[src/design/commitPkg.sv]
package commitPkg;

    // instruction address as seen by fetch and the reorder buffer
    typedef logic [31:0] addrT;

    // logical and physical register numbers of the rename map
    typedef logic [4:0] archRegT;
    typedef logic [5:0] physRegT;

    // exception cause, same encoding as the cause register field
    typedef logic [4:0] excCodeT;

    // what kind of control transfer a slot holds
    typedef logic [1:0] branchKindT;

    localparam branchKindT BR_NONE = 2'd0;
    localparam branchKindT BR_COND = 2'd1; // conditional branch
    localparam branchKindT BR_JUMP = 2'd2; // unconditional jump, direct or indirect

    // a not-taken branch falls through past its delay slot
    localparam addrT RETURN_OFFSET = 32'd8;

endpackage

[src/design/branchCheck.sv]
`timescale 1ns/1ps

module branchCheck (
    input  logic                   clk,
    input  logic                   rst,
    input  logic                   winStrobe,
    input  logic                   s0Valid,
    input  logic                   s0Busy,
    input  logic                   s0Exc,
    input  logic                   s1Bubble,
    input  logic                   s0Taken,
    input  logic                   s0PredTaken,
    input  commitPkg::branchKindT  s0BrKind,
    input  commitPkg::addrT        s0Pc,
    input  commitPkg::addrT        s0BrAddr,
    input  commitPkg::addrT        s0PredAddr,
    input  logic                   flush,
    input  logic                   waitingDelaySlot,
    output logic                   mispredict,
    output logic                   needDelaySlot,
    output commitPkg::addrT        mispredictTarget,
    output logic                   bpUpdValid,
    output logic                   bpUpdTaken,
    output commitPkg::addrT        bpUpdPc,
    output commitPkg::addrT        bpUpdTarget
);

    logic            checked;
    logic            takenMiss;
    logic            addrMiss;
    logic            missed;
    commitPkg::addrT target;

    // only the older slot can carry a branch that is resolved here
    assign checked = winStrobe && s0Valid && !s0Busy && !s0Exc && !flush && !waitingDelaySlot
                     && (s0BrKind != commitPkg::BR_NONE);

    assign takenMiss = s0Taken != s0PredTaken;
    assign addrMiss  = s0Taken && s0PredTaken && (s0BrAddr != s0PredAddr); // taken to the wrong place
    assign missed    = checked && (takenMiss || addrMiss);

    assign target = s0Taken ? s0BrAddr : s0Pc + commitPkg::RETURN_OFFSET;

    always_ff @(posedge clk) begin
        if (rst) begin
            mispredict    <= 1'b0;
            needDelaySlot <= 1'b0;
            bpUpdValid    <= 1'b0;
        end else begin
            mispredict    <= missed;
            needDelaySlot <= missed && s1Bubble; // delay slot has not reached the window yet
            bpUpdValid    <= checked;
        end
    end

    always_ff @(posedge clk) begin
        if (missed) begin
            mispredictTarget <= target;
        end
        if (checked) begin
            bpUpdPc     <= s0Pc;
            bpUpdTarget <= s0BrAddr;
            bpUpdTaken  <= s0Taken;
        end
    end

endmodule

[src/design/retireSelect.sv]
`timescale 1ns/1ps

module retireSelect (
    input  logic                clk,
    input  logic                rst,
    input  logic                winStrobe,
    input  logic                s0Valid,
    input  logic                s0Busy,
    input  commitPkg::addrT     s0Pc,
    input  logic                s0DstWe,
    input  commitPkg::archRegT  s0DstL,
    input  commitPkg::physRegT  s0DstP,
    input  commitPkg::physRegT  s0DstStale,
    input  logic                s0Exc,
    input  commitPkg::excCodeT  s0ExcCode,
    input  logic                s1Valid,
    input  logic                s1Busy,
    input  logic                s1Bubble,
    input  logic                s1DstWe,
    input  commitPkg::archRegT  s1DstL,
    input  commitPkg::physRegT  s1DstP,
    input  commitPkg::physRegT  s1DstStale,
    input  logic                s1Exc,
    input  commitPkg::excCodeT  s1ExcCode,
    input  logic                flush,
    input  logic                waitingDelaySlot,
    output logic                commitValid0,
    output logic                commitWe0,
    output commitPkg::archRegT  commitArch0,
    output commitPkg::physRegT  commitPhys0,
    output commitPkg::physRegT  commitStale0,
    output logic                commitValid1,
    output logic                commitWe1,
    output commitPkg::archRegT  commitArch1,
    output commitPkg::physRegT  commitPhys1,
    output commitPkg::physRegT  commitStale1,
    output logic                excValid,
    output commitPkg::excCodeT  excCode,
    output commitPkg::addrT     excPc,
    output logic                slot0Retired
);

    logic good0;
    logic good1;
    logic retire0;
    logic retire1;
    logic exc0;
    logic exc1;

    // a strobe seen while flushing belongs to the wrong path
    assign good0 = winStrobe && s0Valid && !s0Busy && !flush;

    // during a delay-slot wait only the delay slot itself may leave the window
    assign good1 = good0 && s1Valid && !s1Busy && !s1Bubble && !waitingDelaySlot;

    assign retire0 = good0 && !s0Exc;
    assign retire1 = good1 && !s1Exc && !s0Exc; // in order, nothing passes an older exception

    assign exc0 = good0 && s0Exc;
    assign exc1 = good1 && s1Exc && !s0Exc;

    always_ff @(posedge clk) begin
        if (rst) begin
            commitValid0 <= 1'b0;
            commitValid1 <= 1'b0;
            commitWe0    <= 1'b0;
            commitWe1    <= 1'b0;
            excValid     <= 1'b0;
        end else begin
            commitValid0 <= retire0;
            commitValid1 <= retire1;
            commitWe0    <= retire0 && s0DstWe;
            commitWe1    <= retire1 && s1DstWe;
            excValid     <= exc0 || exc1;
        end
    end

    always_ff @(posedge clk) begin
        commitArch0  <= s0DstL;
        commitPhys0  <= s0DstP;
        commitStale0 <= s0DstStale;
        commitArch1  <= s1DstL;
        commitPhys1  <= s1DstP;
        commitStale1 <= s1DstStale;
        excCode      <= exc0 ? s0ExcCode : s1ExcCode;
        excPc        <= exc0 ? s0Pc : s0Pc + 32'd4; // slot 1 sits one word after slot 0
    end

    assign slot0Retired = commitValid0;

endmodule

[src/design/redirectCtrl.sv]
`timescale 1ns/1ps

module redirectCtrl #(
    parameter commitPkg::addrT EXC_VECTOR = 32'hBFC00380
) (
    input  logic             clk,
    input  logic             rst,
    input  logic             mispredict,
    input  logic             needDelaySlot,
    input  logic             slot0Retired,
    input  logic             excValid,
    input  commitPkg::addrT  mispredictTarget,
    output logic             flush,
    output logic             redirectValid,
    output logic             waitingDelaySlot,
    output commitPkg::addrT  redirectPc
);

    typedef enum logic {
        IDLE,
        WAIT_DELAY_SLOT
    } stateT;

    stateT           state;
    commitPkg::addrT heldTarget;
    logic            immediateMiss;
    logic            deferredMiss;
    logic            waitDone;

    assign immediateMiss = mispredict && !needDelaySlot;
    assign deferredMiss  = mispredict && needDelaySlot;

    // the delay slot retired in the previous cycle, so the held branch may redirect now
    assign waitDone = (state == WAIT_DELAY_SLOT) && slot0Retired;

    assign flush         = excValid || immediateMiss || waitDone;
    assign redirectValid = flush;

    // covers the cycle of the registered mispredict too, so a strobe right behind it is held
    assign waitingDelaySlot = (state == WAIT_DELAY_SLOT) || deferredMiss;

    always_comb begin
        if (excValid) begin
            redirectPc = EXC_VECTOR; // exceptions win over any branch redirect
        end else if (immediateMiss) begin
            redirectPc = mispredictTarget;
        end else if (waitDone) begin
            redirectPc = heldTarget;
        end else begin
            redirectPc = '0;
        end
    end

    always_ff @(posedge clk) begin
        if (rst) begin
            state <= IDLE;
        end else if (flush) begin
            state <= IDLE;
        end else if (deferredMiss) begin
            state <= WAIT_DELAY_SLOT;
        end
    end

    always_ff @(posedge clk) begin
        if (deferredMiss) begin
            heldTarget <= mispredictTarget;
        end
    end

endmodule

[src/design/commitUnit.sv]
`timescale 1ns/1ps

module commitUnit #(
    parameter commitPkg::addrT EXC_VECTOR = 32'hBFC00380
) (
    input  logic                   clk,
    input  logic                   rst,
    input  logic                   winStrobe,
    input  logic                   s0Valid,
    input  logic                   s0Busy,
    input  commitPkg::addrT        s0Pc,
    input  commitPkg::branchKindT  s0BrKind,
    input  logic                   s0Taken,
    input  commitPkg::addrT        s0BrAddr,
    input  logic                   s0PredTaken,
    input  commitPkg::addrT        s0PredAddr,
    input  logic                   s0DstWe,
    input  commitPkg::archRegT     s0DstL,
    input  commitPkg::physRegT     s0DstP,
    input  commitPkg::physRegT     s0DstStale,
    input  logic                   s0Exc,
    input  commitPkg::excCodeT     s0ExcCode,
    input  logic                   s1Valid,
    input  logic                   s1Busy,
    input  logic                   s1Bubble,
    input  logic                   s1DstWe,
    input  commitPkg::archRegT     s1DstL,
    input  commitPkg::physRegT     s1DstP,
    input  commitPkg::physRegT     s1DstStale,
    input  logic                   s1Exc,
    input  commitPkg::excCodeT     s1ExcCode,
    output logic                   commitValid0,
    output logic                   commitWe0,
    output commitPkg::archRegT     commitArch0,
    output commitPkg::physRegT     commitPhys0,
    output commitPkg::physRegT     commitStale0,
    output logic                   commitValid1,
    output logic                   commitWe1,
    output commitPkg::archRegT     commitArch1,
    output commitPkg::physRegT     commitPhys1,
    output commitPkg::physRegT     commitStale1,
    output logic                   bpUpdValid,
    output commitPkg::addrT        bpUpdPc,
    output commitPkg::addrT        bpUpdTarget,
    output logic                   bpUpdTaken,
    output logic                   excValid,
    output commitPkg::excCodeT     excCode,
    output commitPkg::addrT        excPc,
    output logic                   flush,
    output logic                   redirectValid,
    output commitPkg::addrT        redirectPc
);

    logic            mispredict;
    logic            needDelaySlot;
    commitPkg::addrT mispredictTarget;
    logic            slot0Retired;
    logic            waitingDelaySlot;

    branchCheck uBranch (
        .clk              (clk),
        .rst              (rst),
        .winStrobe        (winStrobe),
        .s0Valid          (s0Valid),
        .s0Busy           (s0Busy),
        .s0Exc            (s0Exc),
        .s1Bubble         (s1Bubble),
        .s0Taken          (s0Taken),
        .s0PredTaken      (s0PredTaken),
        .s0BrKind         (s0BrKind),
        .s0Pc             (s0Pc),
        .s0BrAddr         (s0BrAddr),
        .s0PredAddr       (s0PredAddr),
        .flush            (flush),
        .waitingDelaySlot (waitingDelaySlot),
        .mispredict       (mispredict),
        .needDelaySlot    (needDelaySlot),
        .mispredictTarget (mispredictTarget),
        .bpUpdValid       (bpUpdValid),
        .bpUpdTaken       (bpUpdTaken),
        .bpUpdPc          (bpUpdPc),
        .bpUpdTarget      (bpUpdTarget)
    );

    retireSelect uRetire (
        .clk              (clk),
        .rst              (rst),
        .winStrobe        (winStrobe),
        .s0Valid          (s0Valid),
        .s0Busy           (s0Busy),
        .s0Pc             (s0Pc),
        .s0DstWe          (s0DstWe),
        .s0DstL           (s0DstL),
        .s0DstP           (s0DstP),
        .s0DstStale       (s0DstStale),
        .s0Exc            (s0Exc),
        .s0ExcCode        (s0ExcCode),
        .s1Valid          (s1Valid),
        .s1Busy           (s1Busy),
        .s1Bubble         (s1Bubble),
        .s1DstWe          (s1DstWe),
        .s1DstL           (s1DstL),
        .s1DstP           (s1DstP),
        .s1DstStale       (s1DstStale),
        .s1Exc            (s1Exc),
        .s1ExcCode        (s1ExcCode),
        .flush            (flush),
        .waitingDelaySlot (waitingDelaySlot),
        .commitValid0     (commitValid0),
        .commitWe0        (commitWe0),
        .commitArch0      (commitArch0),
        .commitPhys0      (commitPhys0),
        .commitStale0     (commitStale0),
        .commitValid1     (commitValid1),
        .commitWe1        (commitWe1),
        .commitArch1      (commitArch1),
        .commitPhys1      (commitPhys1),
        .commitStale1     (commitStale1),
        .excValid         (excValid),
        .excCode          (excCode),
        .excPc            (excPc),
        .slot0Retired     (slot0Retired)
    );

    // the only block that needs the exception vector
    redirectCtrl #(
        .EXC_VECTOR (EXC_VECTOR)
    ) uRedirect (
        .clk              (clk),
        .rst              (rst),
        .mispredict       (mispredict),
        .needDelaySlot    (needDelaySlot),
        .slot0Retired     (slot0Retired),
        .excValid         (excValid),
        .mispredictTarget (mispredictTarget),
        .flush            (flush),
        .redirectValid    (redirectValid),
        .waitingDelaySlot (waitingDelaySlot),
        .redirectPc       (redirectPc)
    );

endmodule

[config.mk]
export PLATFORM = sky130hd
export DESIGN_NAME = commitUnit
export DESIGN_NICKNAME = d
export VERILOG_FILES = /design/src/design/commitPkg.sv /design/src/design/branchCheck.sv /design/src/design/retireSelect.sv /design/src/design/redirectCtrl.sv /design/src/design/commitUnit.sv
export SDC_FILE = /design/constraint.sdc
export NUM_CORES = 1
export LEC_CHECK = 0
export BUFFER_PORTS_ARGS = -buffer_cell sky130_fd_sc_hd__clkbuf_2
export CAP_MARGIN = 20
export CORE_MARGIN = 2
export CORE_UTILIZATION = 35
export CTS_CLUSTER_SIZE = 25
export DETAILED_ROUTE_END_ITERATION = 10
export SYNTH_ARGS = -nofsm -noshare
export SYNTH_HDL_FRONTEND = slang
export SYNTH_HIERARCHICAL = 1
export SYNTH_SLANG_ARGS = --single-unit
[constraint.sdc]
create_clock -name clk -period 10.6 [get_ports clk]
set_clock_uncertainty 0.05 [all_clocks]
set_input_delay 2.65 -clock clk [delete_from_list [all_inputs] [get_ports clk]]
set_output_delay 2.65 -clock clk [all_outputs]
set_load 0.02 [all_outputs]
==> results_dict.tcl, run 1 <==
set metrics [dict create \
    synth_warnings 6 \
    gp_congestion 0.836 \
    vias_per_cell 4.81 \
    path_class "flip-flop to output pin" \
    power.static_leakage_nw 4.54 \
    synth-compound-area-share 0.0536 \
    period_minus_slack_ns 5.19 \
    io_buffers 331 \
    layout-drive-gt1-share 0.421 \
    setup_viol 0 \
    first_pass_iters 5 \
    drtIter0Drc 403 \
    grt_max_degree 58 \
    cts.sinks 209 \
    die_y_um 160 \
    rows 56 \
    hold_slack_ns 0.391 \
    slew_violations 0 \
    synth_area_leaders "edfxtp_1, dfxtp_1, xnor2_1" \
    synth_area_mm2 0.00847 \
    cpMaxStageDelayCell "dfxtp_1" \
    drc_errors 0 \
    crit_chain "and2_1 > or3_1 > clkbuf_2" \
    dpl.hpwl_mm 18.5 \
    slowest_delay_ns 0.85 \
    synth_xor_area_frac 0.0910 \
    postCtsSetupBuffers 0 \
    met2_usage 0.322 \
    finalHoldViolCount 0 \
    ctsResizeCount 0 \
    fin_crit_sh 0.490 \
    die_w_um 160 \
    setup_slack_ns 5.41 \
    dpl_cell_area_mm2 0.0104 \
    slew-limit-headroom 0.350 \
    clock.fmax_ghz 0.193 \
    cts_tree "built" \
    syn-num-nets 778 \
    grt_usage 0.185 \
    yosysSeqAreaShare 0.646 \
    grt_util_met3 0.0474 \
    die_area_mm2 0.0255 \
    async_reset_ff_frac 0 \
    clock-root-buffer "clkbuf_16" \
    busiest_layer "met2" \
    antenna_found_initial 2 \
    worst_pin_slew_ns 0.973 \
    critPathBufInv 1 \
    yosys.area_share.simple 0.156 \
    ios 332 \
    clkTransAtPathRegs_ns 0.06 \
    ir_drop_v 0.000153 \
    clkLatencyLatePin_ns 0.50 \
    required_ns 7.90 \
    power.total_w 0.00181 \
    wire_per_inst_um 19.0 \
    synth_edf_count 129 \
    grt_pass1_vias 6379 \
    critPathLaunchType "flip-flop" \
    drt_wl_total_mm 24.5 \
    fin_area_mm2 0.0111 \
    outcome "completed" \
    cts.path.max_buffers 3 \
    hold_buffers 0 \
    synthMuxAreaShare 0.0199 \
    synthAdderAreaFrac 0.00443 \
    yosysTopAreaCell "edfxtp_1" \
    nets 1110 \
    max-cap-violations 0 \
    synth_top_area_share 0.457 \
    grt_pass1_wl_mm 36.6 \
    vias 6206 \
    core-area_mm2 0.0236 \
    synth-seq-cells 209 \
    crit_family "simple AND/OR/NAND/NOR gates" \
    start_util 0.359 \
    cts_made_buffers 23 \
    grt_use_met1 0.227 \
    rsz0062_at_grt "no" \
    critPathArrivalTime_ns 2.49 \
    ant_nets 0 \
    grt.overflow.total 0 \
    ys.flop_type "edfxtp_1" \
    power_density_mw_per_mm2 163 \
    hold_class "flip-flop to flip-flop" \
    path_max_fanout 23 \
    synth_top_family_by_area "simple AND/OR/NAND/NOR gates" \
    area_growth_pct 31.1 \
    dp_slack_ns 5.03 \
    setup_tns_ns 0 \
    cts_htree_levels 1 \
    netlist_instances 619 \
    end_kind "output pin" \
    synth_cell_types 52 \
    syn_area_per_cell_um2 13.7 \
]
[flip-flops by register name (all words and copies together) (netlist names)]
signal,cells
uRetire/commitWe0,1
uBranch/bpUpdTaken,1
uRetire/commitStale0,6
uBranch/mispredictTarget,32
uRedirect/state,1
uRetire/excCode,5
uRetire/commitArch0,5
uRetire/commitStale1,6
uRetire/commitPhys1,6
uBranch/mispredict,1
uRetire/commitValid0,1
uBranch/needDelaySlot,1
uBranch/bpUpdTarget,32
uRetire/commitPhys0,6
uRetire/excValid,1
uRedirect/heldTarget,32
uBranch/bpUpdValid,1
uRetire/excPc,32
uBranch/bpUpdPc,32
uRetire/commitValid1,1
uRetire/commitWe1,1
uRetire/commitArch1,5
[report_power, final]
| group | switching [W] | internal, W | total, W |
|---|---|---|---|
| clock network | 0.000307 | 0.000449 | 0.000756 |
| logic | 0.000100 | 0.0000589 | 0.000159 |
| registers | 0.00000662 | 0.000884 | 0.000891 |
[area by class of cell]
class | count | area [um^2]
diodes | 2 | 5.00
clock buffers | 36 | 696
clock inverters | 6 | 30.0
fillers | 2226 | 12500
inverters | 8 | 30.0
multi-input cells | 371 | 2760
flip-flops and latches | 209 | 5480
well taps | 319 | 399
repair buffers | 338 | 1710
[routing by layer]
layer / vias to the layer above / share of wire
met1: 2934 / 0.41
li1: 2985 / -
met4: 0 / 0.023
met3: 33 / 0.080
met2: 254 / 0.49
met5: - / 0
[final timing paths]
path | start | to | slack [ns] | cells after the start
max | uRedirect/state$_SDFFE_PP0P_ | redirectValid | 5.41 | 3
min | uBranch/mispredictTarget[23]$_DFFE_PP_ | uRedirect/heldTarget[23]$_DFFE_PP_ | 0.39 | 0
min reg2reg | uBranch/mispredictTarget[23]$_DFFE_PP_ | uRedirect/heldTarget[23]$_DFFE_PP_ | 0.39 | 0
max reg2reg | uRetire/commitValid0$_SDFF_PP0_ | uBranch/bpUpdPc[14]$_DFFE_PP_ | 6.86 | 6
[metrics by stage]
| step | std cells | utilization |
|---|---|---|
| after floorplan | 619 | - |
| after global placement | 1245 | 0.439 |
| after detailed placement | 1245 | 0.439 |
| after CTS | 1287 | 0.470 |
| after global routing | 1289 | 0.470 |
| final | 1289 | 0.470 |
[layout by cell type (no fill, tap or decap), types with 8 or more instances in the layout]
| master | count |
|---|---|
| a311o_1 | 12 |
| and3_1 | 8 |
| and3b_1 | 10 |
| clkbuf_16 | 24 |
| clkbuf_2 | 331 |
| dfxtp_1 | 80 |
| edfxtp_1 | 129 |
| mux2_2 | 15 |
| nand2_1 | 38 |
| nand3_1 | 39 |
| nand4_1 | 20 |
| nand4bb_1 | 21 |
| nor2_1 | 10 |
| nor3_1 | 8 |
| nor4_1 | 12 |
| o21ai_0 | 22 |
| o31ai_1 | 20 |
| xnor2_1 | 44 |
| xor2_1 | 44 |
[logic make-up after synthesis]
family	after synthesis
compound gates	64
xor+xnor	88
fa+ha+maj	3
buf+inv	39
flops	209
mux	15
simple gates	201
[cell usage after synthesis (4+ instances only)]
library cell / n
xnor2_1: 44
and2_1: 5
inv_1: 8
a311o_1: 12
edfxtp_1: 129
and3_1: 8
nor2_1: 10
dlygate4sd1_1: 5
nand2_1: 38
dfxtp_1: 80
and4_1: 4
nor3_1: 8
mux2_2: 15
nor4_1: 12
and3b_1: 10
nand3_1: 39
nand4_1: 20
nand4bb_1: 21
o31ai_1: 20
clkbuf_1: 8
buf_2: 6
buf_4: 5
xor2_1: 44
a21oi_1: 4
o21ai_0: 22
[worst reg2reg max path, stage by stage, from the launching register on]
cell and delay (ns):
dfxtp_1 0.56, and2_1 0.49, or3_1 0.51, nor4b_1 0.29, o2111ai_1 0.34, inv_2 0.54
buf_4 0.55
(Power assumes the default switching activity.)
==> inputs of run 2 (changes only) <==
- clock period: 10.6 -> 5.3 ns (I/O delays scaled with it)
==> run 2 against run 1 <==
Register-to-register slack lost 5.1 ns. Cell area down 0.23%. Power rose by 98%. Global-route usage barely moved. Hold slack improved by 0.0049 ns. Count of clock-buffer cells in the layout grew 3. First-iteration DRC count down 1.7%. Die area unchanged. Routed wire length rose by 0.25%. Sequential power rose by 100%. Final cell count decreased by 0.31%. Worst setup slack got worse by 4.0 ns. Largest cell class unchanged.
==> results_dict.tcl, run 2 (synthesis gave the netlist of run 1 again) <==
set metrics [dict create \
    slowest_delay_ns 0.85 \
    grt_usage 0.185 \
    ios 332 \
    layout-drive-gt1-share 0.418 \
    core-area_mm2 0.0236 \
    r2r_slack_ns 1.80 \
    drt_wl_total_mm 24.6 \
    dpl.hpwl_mm 18.5 \
    finalHoldViolCount 0 \
    ir_drop_v 0.000268 \
    nets 1109 \
    crit_chain "and2_1 > or3_1 > clkbuf_2" \
    power_density_mw_per_mm2 322 \
    slew-limit-headroom 0.336 \
    ant_nets 0 \
    setup_viol 0 \
    rows 56 \
    ctsResizeCount 0 \
    cts_made_buffers 22 \
    wire_per_inst_um 19.1 \
    area_growth_pct 30.8 \
    r2r_cells 6 \
    slew_violations 0 \
    cts.path.max_buffers 3 \
    cts_htree_levels 1 \
    drtIter0Drc 396 \
    setup_tns_ns 0 \
    fin_crit_sh 0.727 \
    rr_startpoint "uRetire/commitValid0$_SDFF_PP0_" \
    required_ns 3.92 \
    io_buffers 331 \
    grt_pass1_wl_mm 36.6 \
    clock.fmax_ghz 0.259 \
    final_common_cell "clkbuf_2" \
    final_cell_mix "clkbuf_2, edfxtp_1, dfxtp_1" \
    drc_errors 0 \
    vias 6229 \
    grt_max_degree 57 \
    path_class "flip-flop to output pin" \
    clkLatencyLatePin_ns 0.49 \
    cts.sinks 209 \
    critPathArrivalTime_ns 2.48 \
    clock-root-buffer "clkbuf_16" \
    postCtsSetupBuffers 0 \
    gp_congestion 0.816 \
    cts_tree "built" \
    hold_slack_ns 0.396 \
    crit_family "simple AND/OR/NAND/NOR gates" \
    hp-start "uBranch/mispredictTarget[3]$_DFFE_PP_" \
    max-cap-violations 0 \
    hold_buffers 0 \
    grt.overflow.total 0 \
    start_util 0.359 \
    die_area_mm2 0.0255 \
    hold_class "flip-flop to flip-flop" \
    end_kind "output pin" \
    worst_pin_slew_ns 0.994 \
    outcome "completed" \
    die_y_um 160 \
    whs_path_depth 0 \
    reg2reg_to "uBranch/bpUpdPc[4]$_DFFE_PP_" \
    first_pass_iters 5 \
    hold_end "uRedirect/heldTarget[3]$_DFFE_PP_" \
    critPathBufInv 1 \
    antenna_cells 0 \
    path_max_fanout 23 \
    power.static_leakage_nw 4.52 \
    antenna_found_initial 2 \
    die_w_um 160 \
    critPathLaunchType "flip-flop" \
    period_minus_slack_ns 3.85 \
    grt_pass1_vias 6265 \
    rsz0062_at_grt "no" \
    vias_per_cell 4.85 \
    cpMaxStageDelayCell "dfxtp_1" \
    clkTransAtPathRegs_ns 0.06 \
]
-- run 2: changes by cell type in the layout (fill, tap and decap cells not counted), moves of 2 or more --
cell      change
clkinv_2      -2
diode_2       -2
clkbuf_1      +5
clkbuf_8      -2
clkinv_1      -3
-- run 2: cell type report --
| type | instances | area [um^2] |
|---|---|---|
| clock buffers | 39 | 687 |
| repair buffers | 338 | 1720 |
| fillers | 2183 | 12500 |
| well taps | 319 | 399 |
| flip-flops and latches | 209 | 5480 |
| inverters | 8 | 30.0 |
| clock inverters | 1 | 6.26 |
| multi-input cells | 371 | 2760 |
-- run 2: routing by layer --
metal,GRT usage,wire length [um]
met5,0,27
met4,0.0442,434
met3,0.0490,1730
met2,0.310,11800
met1,0.241,10600
-- run 2: stage by stage --
step	power [W]	setup slack [ns]	area [um^2]	utilization	instances
3_5_place_dp	0.00214	1.46	10400	0.440	1245
4_1_cts	0.00362	1.44	11100	0.469	1285
5_1_grt	0.00370	1.30	11100	0.469	1285
3_3_place_gp	0.00214	1.46	10400	0.440	1245
2_1_floorplan	0.00196	1.41	8470	-	619
6_report	0.00357	1.45	11100	0.469	1285
-- run 2: power by group --
| part | switching (W) | internal (W) | total [W] |
|---|---|---|---|
| Sequential | 0.0000135 | 0.00177 | 0.00178 |
| Combinational | 0.000204 | 0.000118 | 0.000322 |
| Clock | 0.000593 | 0.000874 | 0.00147 |
-- run 2: worst max-delay path by stage --
stage / start / to / slack [ns] / depth (start not counted)
after floorplan: s0Busy / uBranch/mispredictTarget[0]$_DFFE_PP_ / 1.41 / 3
after global placement: s0BrAddr[29] / uBranch/mispredictTarget[23]$_DFFE_PP_ / 1.46 / 6
after detailed placement: s0BrAddr[29] / uBranch/mispredictTarget[23]$_DFFE_PP_ / 1.46 / 6
after CTS: uRetire/commitValid0$_SDFF_PP0_ / redirectValid / 1.44 / 3
after global routing: uRedirect/state$_SDFFE_PP0P_ / redirectValid / 1.30 / 3
final: uRedirect/state$_SDFFE_PP0P_ / redirectValid / 1.45 / 3
-- run 2: worst reg2reg max path: cells and delay by family (launching register included) --
family                 cells  cell delay [ns]
AO/OA/AOI/OAI              1             0.32
buffers and inverters      2             0.94
AND/OR/NAND/NOR            3             1.28
flip-flops                 1             0.57
==> inputs of run 3 (changes only) <==
- clock period: 5.3 -> 3.3 ns (I/O delays scaled with it)
==> run 3 against run 2 <==
Power increased by 73%. Via count increased by 0.67%. Final cell count increased by 0.86%. Worst setup slack got worse by 1.0 ns. Hold slack got worse by 0.021 ns. Routed wire length increased by 1.7%. Clock power increased by 90%. Non-clock buffer count increased by 9. Combinational power increased by 61%. Largest cell class unchanged. Sequential share of layout area decreased by 0.96 points. Register-to-register slack got worse by 1.4 ns.
==> results_dict.tcl, run 3 (synthesis gave the netlist of run 1 again) <==
set metrics [dict create \
    outcome "completed" \
    ir_drop_v 0.000480 \
    nets 1119 \
    dpl.hpwl_mm 18.7 \
    reg2reg_to "uBranch/mispredictTarget[25]$_DFFE_PP_" \
    ant_nets 0 \
    ios 332 \
    hold_class "primary input to flip-flop" \
    hold_end "uRetire/commitStale0[5]$_DFF_P_" \
    gp_congestion 0.784 \
    hold_slack_ns 0.375 \
    cts.sinks 209 \
    regArea_mm2 0.00548 \
    io_buffers 331 \
    slowest_delay_ns 0.86 \
    fin_area_mm2 0.0113 \
    power.static_leakage_nw 4.64 \
    setup_slack_ns 0.429 \
    area_growth_pct 33.4 \
    required_ns 3.36 \
    start_util 0.359 \
    cpMaxStageDelayCell "a21oi_4" \
    core-area_mm2 0.0236 \
    end_kind "flip-flop" \
    r2r_slack_ns 0.43 \
    worst_pin_slew_ns 1.00 \
    slew-limit-headroom 0.331 \
    critPathLaunchType "flip-flop" \
    vias 6271 \
    fin_crit_sh 0.870 \
    grt_pass1_vias 6403 \
    drtIter0Drc 331 \
    rr_startpoint "uBranch/needDelaySlot$_SDFF_PP0_" \
    clock.fmax_ghz 0.348 \
    drc_errors 0 \
    max-cap-violations 0 \
    clkTransAtPathRegs_ns 0.06 \
    grt.overflow.total 0 \
    grt_max_degree 57 \
    final_cell_mix "clkbuf_2, edfxtp_1, dfxtp_1" \
    cts_tree "built" \
    hold_buffers 0 \
    slew_violations 0 \
    first_pass_iters 4 \
    setup_tns_ns 0 \
    whs_path_depth 1 \
    rows 56 \
    dp_slack_ns 0.227 \
    cts_made_buffers 23 \
    vias_per_cell 4.84 \
    drt_wl_total_mm 25.0 \
    die_y_um 160 \
    die_w_um 160 \
    hp-start "s0DstStale[5]" \
    wire_per_inst_um 19.3 \
    crit_chain "and2b_2 > or3_1 > nor4b_1 > o2111ai_1 > a21oi_4" \
    period_minus_slack_ns 2.87 \
    r2r_cells 5 \
    critPathArrivalTime_ns 2.93 \
    antenna_found_initial 2 \
    path_max_fanout 32 \
    dpl_cell_area_mm2 0.0105 \
    multi_input_area_mm2 0.00276 \
    path_class "flip-flop to flip-flop" \
    clock-root-buffer "clkbuf_16" \
    postCtsSetupBuffers 0 \
    power_density_mw_per_mm2 546 \
    fill_cells 2240 \
    final_common_cell "clkbuf_2" \
    setup_viol 0 \
    cts.path.max_buffers 3 \
    layout-drive-gt1-share 0.433 \
    clkLatencyLatePin_ns 0.50 \
    cts_htree_levels 1 \
    finalHoldViolCount 0 \
    grt_pass1_wl_mm 37.7 \
    ctsResizeCount 0 \
    rsz0062_at_grt "no" \
    die_area_mm2 0.0255 \
    grt_usage 0.191 \
]
run 3: changes by cell type in the layout (fill, tap and decap cells not counted), sizes merged:
cell	change
buf	+9
clkbuf	-8
clkinv	+6
bufinv	+4
inv	-2
clkinvlp	+1
diode	+1
run 3: stage by stage:
step                      std cells  total power (W)   util
after floorplan                 619          0.00315      -
after global placement         1254          0.00343  0.443
after detailed placement       1254          0.00344  0.443
after CTS                      1295          0.00624  0.479
after global routing           1295          0.00638  0.479
final                          1296          0.00617  0.479
run 3: worst max path at each step:
stage	from	end	slack (ns)	cells after the start
after floorplan	uRetire/commitValid0$_SDFF_PP0_	uBranch/mispredictTarget[0]$_DFFE_PP_	0.05	7
after global placement	s0BrAddr[1]	uBranch/mispredictTarget[29]$_DFFE_PP_	0.27	7
after detailed placement	s0BrAddr[1]	uBranch/mispredictTarget[28]$_DFFE_PP_	0.23	7
after CTS	uBranch/needDelaySlot$_SDFF_PP0_	uBranch/mispredictTarget[18]$_DFFE_PP_	0.38	5
after global routing	uBranch/needDelaySlot$_SDFF_PP0_	uBranch/mispredictTarget[18]$_DFFE_PP_	0.22	5
final	uBranch/needDelaySlot$_SDFF_PP0_	uBranch/mispredictTarget[25]$_DFFE_PP_	0.43	5
run 3: critical path, delay by kind of cell, from the launching register on:
family             cells  cell delay [ns]
and+or+nand+nor        3             0.90
AOI/OAI and AO/OA      2             1.19
DFF                    1             0.32
run 3: layout make-up:
| class | count | share of cell area |
|---|---|---|
| inverters | 8 | 0.00299 |
| diodes | 1 | 0.000221 |
| flip-flops and latches | 209 | 0.484 |
| well taps | 319 | 0.0353 |
| clock inverters | 10 | 0.0132 |
| multi-input cells | 371 | 0.245 |
| clock buffers | 31 | 0.0610 |
| repair buffers | 347 | 0.158 |
run 3: metal layers:
layer	up-vias	wire length (um)	share of wire	track usage
met5	-	13	0.00052	0
met1	2987	10700	0.43	0.247
li1	3009	-	-	-
met3	33	1750	0.070	0.0474
met2	240	12100	0.48	0.325
met4	2	422	0.017	0.0413
run 3: power breakdown:
group,leakage (nW),internal [W],switching [W]
sequential,1.84,0.00284,0.0000202
clock,0.416,0.00177,0.00101
combinational,2.39,0.000195,0.000323
